**src/scaler_settings.svh**
```systemverilog
// Size macros for the multi-channel gain scaler
// Included by both packages and by every module that needs a size
`ifndef SCALER_SETTINGS_SVH
`define SCALER_SETTINGS_SVH

`define SCALER_LANES      4   // Channels, one lane each
`define SCALER_DATA_W     16  // Signed sample width
`define SCALER_GAIN_W     10  // Signed gain width
`define SCALER_FRAC_BITS  6   // Gain fraction bits, 1.0 is 64
`define SCALER_LANE_LAT   3   // Lane depth in enabled cycles

// Channel index width, at least one bit
`define SCALER_CHAN_W     ((`SCALER_LANES > 1) ? $clog2(`SCALER_LANES) : 1)

// Full product width before rounding
`define SCALER_PROD_W     (`SCALER_DATA_W + `SCALER_GAIN_W)

`endif

```
**src/scaler_cfg_pkg.sv**
```systemverilog
// Gain bank types for the scaler
// Gain format and the write strobe that loads one lane's gain and bypass
`include "scaler_settings.svh"

package scaler_cfg_pkg;

    // Signed fixed point, FRAC_BITS below the binary point
    typedef logic signed [`SCALER_GAIN_W-1:0] gain_t;

    // Unity gain, loaded into every lane at reset
    localparam gain_t GAIN_ONE = gain_t'(1 << `SCALER_FRAC_BITS);

    // One write to the gain bank
    typedef struct packed {
        logic                       we;      // One-cycle strobe
        logic [`SCALER_CHAN_W-1:0]  lane;    // Target lane
        gain_t                      gain;    // New gain
        logic                       bypass;  // Pass raw samples when set
    } cfg_write_t;

endpackage

```
**src/scaler_data_pkg.sv**
```systemverilog
// Sample stream types for the scaler
// Input sample, lane input with gain attached, and lane or top output
`include "scaler_settings.svh"

package scaler_data_pkg;

    typedef logic signed [`SCALER_DATA_W-1:0] sample_t;  // Signed sample
    typedef logic [`SCALER_CHAN_W-1:0]        chan_t;    // Channel index

    // Sample tag
    typedef struct packed {
        logic   valid;  // Strobe, one cycle per sample
        chan_t  chan;   // Owning channel
    } tag_t;

    // Top-level input
    typedef struct packed {
        tag_t     tag;
        sample_t  data;
    } in_sample_t;

    // Dispatcher to lane
    typedef struct packed {
        tag_t                   tag;
        sample_t                data;
        scaler_cfg_pkg::gain_t  gain;    // Gain captured with the sample
        logic                   bypass;
    } lane_in_t;

    // Lane to collector, also the top-level output
    typedef struct packed {
        tag_t     tag;
        sample_t  data;  // Scaled or raw result
        logic     sat;   // Result was clamped
    } lane_out_t;

endpackage

```
**src/delayline.sv**
```systemverilog
// Clock-enabled delay line for any packed payload type
// LATENCY stages of T, all cleared by reset and frozen while clkena is low
`timescale 1ns/1ns

module delayline
#(
    parameter type          T       = logic [18:0],  // Payload type
    parameter int unsigned  LATENCY = 2              // Stages, 0 gives a wire
)
(
    // Reset and clock
    input  logic    reset,
    input  logic    clk,

    // Clock enable
    input  logic    clkena,

    // Payload in and out
    input  T        data,
    output T        q
);
    generate
        if (LATENCY > 1) begin : g_chain
            T delay_reg [LATENCY];  // Stage 0 is the input side

            always_ff @(posedge reset, posedge clk) begin
                if (reset) begin
                    for (int i = 0; i < LATENCY; i++)
                        delay_reg[i] <= '0;
                end
                else if (clkena) begin
                    delay_reg[0] <= data;
                    for (int i = 1; i < LATENCY; i++)
                        delay_reg[i] <= delay_reg[i-1];  // Shift one stage on
                end
            end

            assign q = delay_reg[LATENCY-1];
        end
        else if (LATENCY == 1) begin : g_single
            T delay_reg;  // Single stage

            always_ff @(posedge reset, posedge clk) begin
                if (reset)
                    delay_reg <= '0;
                else if (clkena)
                    delay_reg <= data;
            end

            assign q = delay_reg;
        end
        else begin : g_wire
            assign q = data;  // No delay
        end
    endgenerate

endmodule

```
**src/lane_dispatch.sv**
```systemverilog
// Gain bank and sample router
// Holds per-lane gain and bypass, and registers each sample into its lane
`timescale 1ns/1ns
`include "scaler_settings.svh"

module lane_dispatch (
    // Reset and clock
    input  logic                        reset,
    input  logic                        clk,

    // Clock enable
    input  logic                        clkena,

    // Sample and gain-bank write
    input  scaler_data_pkg::in_sample_t in_sample,
    input  scaler_cfg_pkg::cfg_write_t  cfg,

    // One input per lane
    output scaler_data_pkg::lane_in_t   lane_in [`SCALER_LANES]
);
    scaler_cfg_pkg::gain_t      gain_bank [`SCALER_LANES];  // Current gains
    logic [`SCALER_LANES-1:0]   bypass_bank;                // Current bypass bits

    logic [`SCALER_LANES-1:0]   valid_r;                    // One-hot lane strobe
    logic [`SCALER_LANES-1:0]   bypass_r;
    scaler_data_pkg::chan_t     chan_r;                     // Shared by all lanes
    scaler_data_pkg::sample_t   data_r;
    scaler_cfg_pkg::gain_t      gain_r [`SCALER_LANES];     // Gain frozen at capture

    // Bank writes ignore clkena and land at the next edge
    always_ff @(posedge reset, posedge clk) begin
        if (reset) begin
            for (int i = 0; i < `SCALER_LANES; i++)
                gain_bank[i] <= scaler_cfg_pkg::GAIN_ONE;  // Unity gain
            bypass_bank <= '0;
        end
        else if (cfg.we) begin
            gain_bank[cfg.lane]   <= cfg.gain;
            bypass_bank[cfg.lane] <= cfg.bypass;
        end
    end

    // Routing strobes and bypass bits
    always_ff @(posedge reset, posedge clk) begin
        if (reset) begin
            valid_r  <= '0;
            bypass_r <= '0;
        end
        else if (clkena) begin
            for (int i = 0; i < `SCALER_LANES; i++)
                valid_r[i] <= in_sample.tag.valid &&
                              (in_sample.tag.chan == scaler_data_pkg::chan_t'(i));
            bypass_r <= bypass_bank;  // Old value if written this cycle
        end
    end

    // Payload, no reset
    always_ff @(posedge clk) begin
        if (clkena) begin
            chan_r <= in_sample.tag.chan;
            data_r <= in_sample.data;
            for (int i = 0; i < `SCALER_LANES; i++)
                gain_r[i] <= gain_bank[i];
        end
    end

    always_comb begin
        for (int i = 0; i < `SCALER_LANES; i++) begin
            lane_in[i].tag.valid = valid_r[i];  // Only the addressed lane
            lane_in[i].tag.chan  = chan_r;
            lane_in[i].data      = data_r;
            lane_in[i].gain      = gain_r[i];
            lane_in[i].bypass    = bypass_r[i];
        end
    end

endmodule

```
**src/gain_lane.sv**
```systemverilog
// One scaling lane, product then round then saturate
// Tag and raw sample ride in delay lines matched to the three stages
`timescale 1ns/1ns
`include "scaler_settings.svh"

module gain_lane (
    // Reset and clock
    input  logic                        reset,
    input  logic                        clk,

    // Clock enable
    input  logic                        clkena,

    input  scaler_data_pkg::lane_in_t   lane_in,
    output scaler_data_pkg::lane_out_t  lane_out
);
    logic signed [`SCALER_PROD_W-1:0]       prod_s1;    // Full product
    logic signed [`SCALER_PROD_W-1:0]       prod_rnd;   // Product plus half LSB
    logic signed [`SCALER_PROD_W-1:0]       round_s2;   // Rounded and shifted
    logic [`SCALER_PROD_W-`SCALER_DATA_W:0] hi_bits;    // Sign bit and everything above
    logic                                   clip;
    scaler_data_pkg::sample_t               limit;      // Clamp value
    scaler_data_pkg::sample_t               res_s3;
    logic                                   sat_s3;
    logic                                   bypass_s1;
    logic                                   bypass_s2;
    logic                                   bypass_s3;
    scaler_data_pkg::tag_t                  tag_q;      // Tag aligned to stage 3
    scaler_data_pkg::sample_t               raw_q;      // Raw sample aligned to stage 3

    // Round half up then arithmetic shift
    assign prod_rnd = prod_s1 + (1 <<< (`SCALER_FRAC_BITS - 1));

    // Out of range when the top bits disagree with the sign
    assign hi_bits = round_s2[`SCALER_PROD_W-1:`SCALER_DATA_W-1];
    assign clip    = !((&hi_bits) || !(|hi_bits));
    assign limit   = round_s2[`SCALER_PROD_W-1] ?
                     {1'b1, {(`SCALER_DATA_W-1){1'b0}}} :   // Most negative
                     {1'b0, {(`SCALER_DATA_W-1){1'b1}}};    // Most positive

    // Arithmetic stages, payload only
    always_ff @(posedge clk) begin
        if (clkena) begin
            prod_s1  <= $signed(lane_in.data) * $signed(lane_in.gain);   // Stage 1
            round_s2 <= prod_rnd >>> `SCALER_FRAC_BITS;                  // Stage 2
            res_s3   <= clip ? limit : round_s2[`SCALER_DATA_W-1:0];     // Stage 3
        end
    end

    // Bypass pipe and sat flag
    always_ff @(posedge reset, posedge clk) begin
        if (reset) begin
            bypass_s1 <= 1'b0;
            bypass_s2 <= 1'b0;
            bypass_s3 <= 1'b0;
            sat_s3    <= 1'b0;
        end
        else if (clkena) begin
            bypass_s1 <= lane_in.bypass;
            bypass_s2 <= bypass_s1;
            bypass_s3 <= bypass_s2;
            sat_s3    <= clip && !bypass_s2;  // Never flag a bypassed sample
        end
    end

    // Depth must match the three stages above
    delayline #(
        .T          (scaler_data_pkg::tag_t),
        .LATENCY    (`SCALER_LANE_LAT)
    ) tag_dly (
        .reset      (reset),
        .clk        (clk),
        .clkena     (clkena),
        .data       (lane_in.tag),
        .q          (tag_q)
    );

    delayline #(
        .T          (scaler_data_pkg::sample_t),
        .LATENCY    (`SCALER_LANE_LAT)
    ) raw_dly (
        .reset      (reset),
        .clk        (clk),
        .clkena     (clkena),
        .data       (lane_in.data),
        .q          (raw_q)
    );

    assign lane_out.tag  = tag_q;
    assign lane_out.data = bypass_s3 ? raw_q : res_s3;  // Raw sample on bypass
    assign lane_out.sat  = sat_s3;

endmodule

```
**src/lane_collect.sv**
```systemverilog
// Merges the lane outputs into one registered stream
// At most one lane is valid per cycle since all lanes share one latency
`timescale 1ns/1ns
`include "scaler_settings.svh"

module lane_collect (
    // Reset and clock
    input  logic                        reset,
    input  logic                        clk,

    // Clock enable
    input  logic                        clkena,

    input  scaler_data_pkg::lane_out_t  lane_out [`SCALER_LANES],
    output scaler_data_pkg::lane_out_t  out
);
    scaler_data_pkg::lane_out_t sel;  // Valid lane, or all zero

    always_comb begin
        sel = '0;  // Idle gives valid low and sat clear
        for (int i = 0; i < `SCALER_LANES; i++) begin
            if (lane_out[i].tag.valid)
                sel = lane_out[i];
        end
    end

    // Output register
    always_ff @(posedge reset, posedge clk) begin
        if (reset)
            out <= '0;
        else if (clkena)
            out <= sel;
    end

endmodule

```
**src/multi_gain_scaler.sv**
```systemverilog
// Top level of the multi-channel gain scaler
// Dispatcher, one gain lane per channel, then the output collector
`timescale 1ns/1ns
`include "scaler_settings.svh"

module multi_gain_scaler (
    // Reset and clock
    input  logic                        reset,
    input  logic                        clk,

    // Freezes every stage when low
    input  logic                        clkena,

    // Sample in, gain-bank write
    input  scaler_data_pkg::in_sample_t in_sample,
    input  scaler_cfg_pkg::cfg_write_t  cfg,

    // Merged result stream
    output scaler_data_pkg::lane_out_t  out
);
    scaler_data_pkg::lane_in_t  lane_in  [`SCALER_LANES];  // Dispatcher to lanes
    scaler_data_pkg::lane_out_t lane_out [`SCALER_LANES];  // Lanes to collector

    lane_dispatch u_dispatch (
        .reset      (reset),
        .clk        (clk),
        .clkena     (clkena),
        .in_sample  (in_sample),
        .cfg        (cfg),
        .lane_in    (lane_in)
    );

    generate
        for (genvar i = 0; i < `SCALER_LANES; i++) begin : g_lane
            gain_lane u_lane (
                .reset      (reset),
                .clk        (clk),
                .clkena     (clkena),
                .lane_in    (lane_in[i]),
                .lane_out   (lane_out[i])
            );
        end
    endgenerate

    lane_collect u_collect (
        .reset      (reset),
        .clk        (clk),
        .clkena     (clkena),
        .lane_out   (lane_out),
        .out        (out)
    );

endmodule

```
**config.mk**
```make
export PLATFORM = sky130hd
export DESIGN_NAME = multi_gain_scaler
export DESIGN_NICKNAME = d
export VERILOG_FILES = /design/src/scaler_cfg_pkg.sv /design/src/scaler_data_pkg.sv /design/src/delayline.sv /design/src/lane_dispatch.sv /design/src/gain_lane.sv /design/src/lane_collect.sv /design/src/multi_gain_scaler.sv
export VERILOG_INCLUDE_DIRS = /design/src
export SDC_FILE = /design/constraint.sdc
export NUM_CORES = 2
export LEC_CHECK = 0
export ABC_AREA = 1
export BUFFER_PORTS_ARGS = -buffer_cell sky130_fd_sc_hd__buf_2
export CORE_MARGIN = 2
export CORE_UTILIZATION = 52
export DETAILED_ROUTE_END_ITERATION = 8
export HOLD_SLACK_MARGIN = 0.08
export PLACE_DENSITY = 0.74
export SLEW_MARGIN = 20
export SYNTH_ARGS = -nofsm -noshare
export SYNTH_HDL_FRONTEND = slang
export SYNTH_SLANG_ARGS = --single-unit
```
**constraint.sdc**
```tcl
create_clock -name clk -period 6.5 [get_ports clk]
set_input_delay 0 -clock clk [delete_from_list [all_inputs] [get_ports clk]]
set_output_delay 0 -clock clk [all_outputs]
set_load 0.05 [all_outputs]
```
Yosys cells after proc, flatten, opt, wreduce, memory -nomap -nowiden
Memories as Yosys holds them, arrays and structs flattened.
Cells that the tools add are included.
{"block": "totals", "memories": 1, "ram_bits": 40, "in_bits": 36, "wordCells": 135, "out_inout_bits": 20, "reg_bits": 420}
{"name": "u_dispatch.gain_r", "depth": 4, "word_bits": 10, "read_ports": 4, "rd_ports_with_merged_regs": 0, "wr": 4, "line_no": "lane_dispatch.sv:28", "source": "scaler_cfg_pkg::gain_t gain_r [`SCALER_LANES];"}
{"block": "classes", "addsub": 4, "multipliers": 4, "muxes": 24, "reduce_logical": 35, "bitwise_logic": 1, "n_eq_ne": 3, "magnitude_cmp": 4}
{"cell": "two-way mux 16 bit", "count": 12}
{"cell": "adder 26 x 7 -> 26 bit (second input constant)", "count": 4}
{"cell": "multiplier 16 x 10 -> 26 bit", "count": 4}
{"cell": "two-way mux 20 bit", "count": 4}
{"cell": "AND reduction 11 bit", "count": 4}
{"cell": "OR reduction 11 bit", "count": 4}
{"cell": "bitwise mux 40 bit", "count": 1}
{"cell": "demux 10 bit (select 2 bit)", "count": 1}
{"cell": "logical NOT 1 bit", "count": 12}
{"cell": "logical AND 1 bit", "count": 10}
{"cell": "two-way mux 10 bit", "count": 1}
{"cell": "bitwise mux 4 bit", "count": 1}
{"cell": "== test 2 bit (second input constant)", "count": 2}
{"cell": "logical OR 1 bit", "count": 4}
{"cell": "greater-or-equal comparator 3 bit (second input constant)", "count": 1}
{"cell": "less-than comparator 2 x 3 -> 1 bit (second input constant)", "count": 1}
{"cell": "less-than comparator 3 x 1 -> 1 bit (second input constant)", "count": 1}
{"cell": "two-way mux 1 bit", "count": 3}
{"cell": "NOT 2 -> 3 bit", "count": 1}
{"cell": "demux 1 bit (select 2 bit)", "count": 1}
{"cell": "== test 2 x 1 -> 1 bit (second input constant)", "count": 1}
{"cell": "greater-or-equal comparator 2 x 1 -> 1 bit (second input constant)", "count": 1}
{"cell": "logical NOT 2 bit", "count": 1}

Depth between registers and ports, before layout
{"block": "depth", "depth_word": 6, "mapped_depth": 24, "ltp_nobuf": 22}

Modules after synthesis
A second synthesis with hierarchy kept.
{"block": "unflattened", "hier_cells": 6117, "hier_area_um2": 51197.9}
{"module": "gain_lane (g_lane[0].u_lane)", "cells_per_inst": 1135, "seq_area_each_um2": 1811.7, "area_each_um2": 9128.8, "n_inst": 1}
{"module": "gain_lane (g_lane[3].u_lane)", "cells_per_inst": 1114, "seq_area_each_um2": 1811.7, "area_each_um2": 9032.4, "n_inst": 1}
{"module": "gain_lane (g_lane[2].u_lane)", "cells_per_inst": 1112, "seq_area_each_um2": 1811.7, "area_each_um2": 8982.4, "n_inst": 1}
{"module": "gain_lane (g_lane[1].u_lane)", "cells_per_inst": 1106, "seq_area_each_um2": 1811.7, "area_each_um2": 8979.9, "n_inst": 1}
{"module": "delayline (g_lane[0].u_lane.raw_dly ...)", "cells_per_inst": 220, "seq_area_each_um2": 1201.2, "area_each_um2": 1929.4, "n_inst": 4}
{"module": "lane_dispatch", "cells_per_inst": 349, "seq_area_each_um2": 3047.9, "area_each_um2": 4342.9, "n_inst": 1}
{"module": "lane_collect", "cells_per_inst": 253, "seq_area_each_um2": 500.5, "area_each_um2": 1542.7, "n_inst": 1}
{"module": "delayline (g_lane[0].u_lane.tag_dly ...)", "cells_per_inst": 42, "seq_area_each_um2": 225.2, "area_each_um2": 367.9, "n_inst": 4}

Least setup slack after synthesis
Ideal clock, no wire load.
{"block": "synth_timing", "kind": "register -> register", "startpoint": "register u_dispatch.data_r[15]", "endpoint": "register g_lane[0].u_lane.prod_s1[25] (data pin)", "path_stages_with_launch": 21, "setup_slack_ns": 1.481, "synth_period_minus_slack_ns": 5.019, "setup_time_ns": 0.252, "required_time_ns": 6.248, "arrival_time_ns": 4.767, "n_path_buf": 2, "cell_sequence": "edfxtp_1 -> clkbuf_1 -> clkbuf_1 -> nand2_1 -> fa_1 -> fa_1 -> inv_1 -> fa_1 -> inv_1 -> fa_1 -> fa_1 -> inv_1 -> ha_1 -> inv_1 -> nor3_1 -> and2_1 -> nand3_1 -> inv_1 -> nor2_1 -> nand2_1 -> nand2_1"}
{"block": "synth_via", "elab_chain_cells": 1}
{"element": "start: declaration", "line_no": "lane_dispatch.sv:27", "source": "scaler_data_pkg::sample_t data_r;"}
{"element": "start signal: assignment", "line_no": "lane_dispatch.sv:61", "source": "data_r <= in_sample.data;"}
{"element": "multiplier 16 x 10 -> 26 bit", "line_no": "gain_lane.sv:44", "source": "prod_s1 <= $signed(lane_in.data) * $signed(lane_in.gain);"}
{"element": "end signal: assignment", "line_no": "gain_lane.sv:44"}
{"element": "end: declaration", "line_no": "gain_lane.sv:17", "source": "logic signed [`SCALER_PROD_W-1:0] prod_s1;"}
Every way passes these cells.
A chain may end at the register's enable or synchronous reset.

Worst setup path after layout
{"block": "layout_timing", "startpoint": "register u_dispatch.data_r[14]", "endpoint": "register g_lane[2].u_lane.prod_s1[21] (data pin)"}
{"block": "layout_via", "elab_chain_cells": 1}
{"element": "multiplier 16 x 10 -> 26 bit", "line_no": "gain_lane.sv:44"}
{"element": "end signal: assignment", "line_no": "gain_lane.sv:44"}
{"element": "end: declaration", "line_no": "gain_lane.sv:17"}
Every way passes these cells.

==> flow_metrics.env <==
export IMPL_crit_arrival_ps=6110
export IMPL_synth_edff_count=286
export IMPL_yosys_top_cells_count="nand2_1, inv_1, fa_1"
export IMPL_wirelength_microns=101000
export IMPL_drtAntennaViolNets=0
export IMPL_crit_end="g_lane[2].u_lane.prod_s1[21]"
export IMPL_r2r_end="g_lane[2].u_lane.prod_s1[21]"
export IMPL_place_area_sq_um=44100
export IMPL_antenna_found_initial=0
export IMPL_crit_type="reg2reg"
export IMPL_ys_seq_area_share_pct=29.0
export IMPL_die_w_microns=291
export IMPL_cts_tree="yes"
export IMPL_worstSetupStartpoint="u_dispatch.data_r[14]"
export IMPL_critical_path_required_ps=6860
export IMPL_synth_area_leader_cell="fa_1"
export IMPL_hold_violations=0
export IMPL_gr_usage_met3_pct=3.88
export IMPL_drt_iter0_markers=2459
export IMPL_synthCells=5015
export IMPL_relSlewSlack_pct=28.3
export IMPL_synth_distinct_cells=47
export IMPL_root_buffer="clkbuf_16"
export IMPL_portBuffers=55
export IMPL_detail_route_wl_per_cell_microns=16.5
export IMPL_clkSinkCount=440
export IMPL_area_delta_synth_final_pct=7.33
export IMPL_rrSetupSlack_ps=740
export IMPL_cts_resized=0
export IMPL_synthArstFlopShare_pct=35.0
export IMPL_post_cts_buffers=0
export IMPL_syn_avg_cell_area_sq_um=8.55
export IMPL_fin_skew_ps=15.2
export IMPL_period_needed_ps=5760
export IMPL_grt_overflow=0
export IMPL_dieArea_sq_um=84700
export IMPL_cts_max_path_buffers=3
export IMPL_gp_congestion=0.893
export IMPL_synth_most_common_cell="nand2_1"
export IMPL_ys_flop_type="edfxtp_1"
export IMPL_h_tree_depth=2
export IMPL_tightest_slew_ps=1080
export IMPL_rows=105
export IMPL_setup_viol=0
export IMPL_ys_ff_latch=440
export IMPL_viasPerCell=5.20
export IMPL_final_area_sq_um=46000
export IMPL_syn_area_sq_um=42900
export IMPL_worst_r2r_cell_count=18
export IMPL_fin_crit_sh_pct=88.5
export IMPL_clk_latency_ps=600
export IMPL_busiest_layer="met2"
export IMPL_synth_top_cell_area_share_pct=25.8
export IMPL_reg_top3="g_lane.u_lane.prod_s1: 84 flops, g_lane.u_lane.round_s2: 80 flops, g_lane.u_lane.res_s3: 64 flops"
export IMPL_max_freq_mhz=174
export IMPL_clk_pin_slew_ps=60
export IMPL_io_pin_count=56
export IMPL_start_kind="flip-flop"
export IMPL_largest_reg_flops=84
export IMPL_drv_slew=0
export IMPL_met2_usage_pct=40.3
export IMPL_grt_first_pass_wirelength_microns=168000
export IMPL_path_max_fanout=23
export IMPL_hold_path_class="in2async"
export IMPL_yosys_top_cells_area="fa_1, edfxtp_1, nand2_1"
export IMPL_cts_made_buffers=47
export IMPL_drc=0
export IMPL_syn_num_nets=5839
export IMPL_layout_nets=5813
export IMPL_rsz0062_at_grt="no"
export IMPL_core_area_sq_um=81800
export IMPL_hold_buffers=33
export IMPL_initial_core_util_pct=52.4
export IMPL_grt_pass1_vias=32900
export IMPL_cp_end_kind="flip-flop"
export IMPL_rr_startpoint="u_dispatch.data_r[14]"
export IMPL_track_usage_pct=24.7
export IMPL_dr_pass1_iters=6
export IMPL_regMostFlops="g_lane.u_lane.prod_s1"
export IMPL_fin_tns_setup_ps=0
export IMPL_synth_warnings=0
export IMPL_outcome="finished clean"
export IMPL_die_h_microns=291
export IMPL_dpl_hpwl_microns=78100
export IMPL_grt_max_degree=145
export IMPL_vias=31700
export IMPL_drive_above_1_share_pct=5.35
export IMPL_maxCapViolations=0
export IMPL_antennaDiodeCount=0
export IMPL_met1_usage_pct=33.3
==> layout make-up <==
type,count,area [sq um]
Multi-Input combinational cell,3171,25100
Inverter,1195,4490
Timing Repair Buffer,134,998
Tap cell,1070,1340
Fill cell,7194,35800
Sequential cell,440,12400
Clock buffer,61,1340
Clock inverter,26,269
==> how the worst min path moves through the flow <==
stage | from | end | slack [ps] | cells past startpoint
finish | reset | u_collect.out[12] | 100 | 3
global route | in_sample[0] | u_dispatch.data_r[0] | 110 | 2
CTS | in_sample[5] | u_dispatch.data_r[5] | 80 | 2
detailed placement | in_sample[5] | u_dispatch.data_r[5] | 180 | 1
global placement | in_sample[12] | u_dispatch.data_r[12] | 180 | 1
floorplan | in_sample[16] | u_dispatch.chan_r[0] | 100 | 0
==> routing by layer <==
layer | vias up | wire, microns
li1 | 15000 | -
met1 | 15300 | 42300
met3 | 235 | 7750
met2 | 1160 | 46800
met4 | 0 | 4010
met5 | - | 0
==> cells in the final DEF (no fill, tap or decap), drive strengths merged, types with 17 or more instances in the layout <==
cell type       n
fa            552
nand4          33
a21oi         146
nand3         102
o21ai         228
edfxtp        286
o21bai         17
dfrtp         150
ha            236
inv          1195
xor2           97
nor2          214
xnor2          52
clkinv         21
clkbuf         61
nand2        1388
buf           101
nor3           39
o211ai         18
dlygate4sd3    33
==> worst max-delay path: stages, from the launching register on <==
cell,delay [ps]
edfxtp_1,750
buf_4,470
nand2_1,150
fa_1,560
inv_1,50
fa_1,490
fa_1,510
fa_1,500
inv_1,50
fa_1,470
inv_1,40
ha_1,390
nand2_1,170
nor2_1,170
inv_1,70
nor3_1,260
nand4_1,190
nand4_1,140
nand2_1,50
==> cells by family (layout without fill, tap and decap cells) <==
family	after synthesis	after routing	synth area share, %
and+or+nand+nor	1801	1801	17.3
buffers and inverters	1404	1416	12.4
adders and majority gates	788	788	32.7
DFF	440	440	29.0
AOI/OAI and AO/OA	433	433	5.57
xor gates and xnor gates	149	149	3.05
==> metrics by stage <==
step	hold WS, ps	worst slack [ps]	std cells	utilization [%]
after floorplan	98.9	1480	5015	-
after global placement	179	870	5977	53.8
after detailed placement	178	832	5977	53.8
after CTS	83.0	788	6097	56.2
after global routing	108	483	6097	56.2
final	99.7	744	6097	56.2
Power is not shown: default switching activity piles up to over one toggle a cycle in this logic, so the estimate is an artifact.
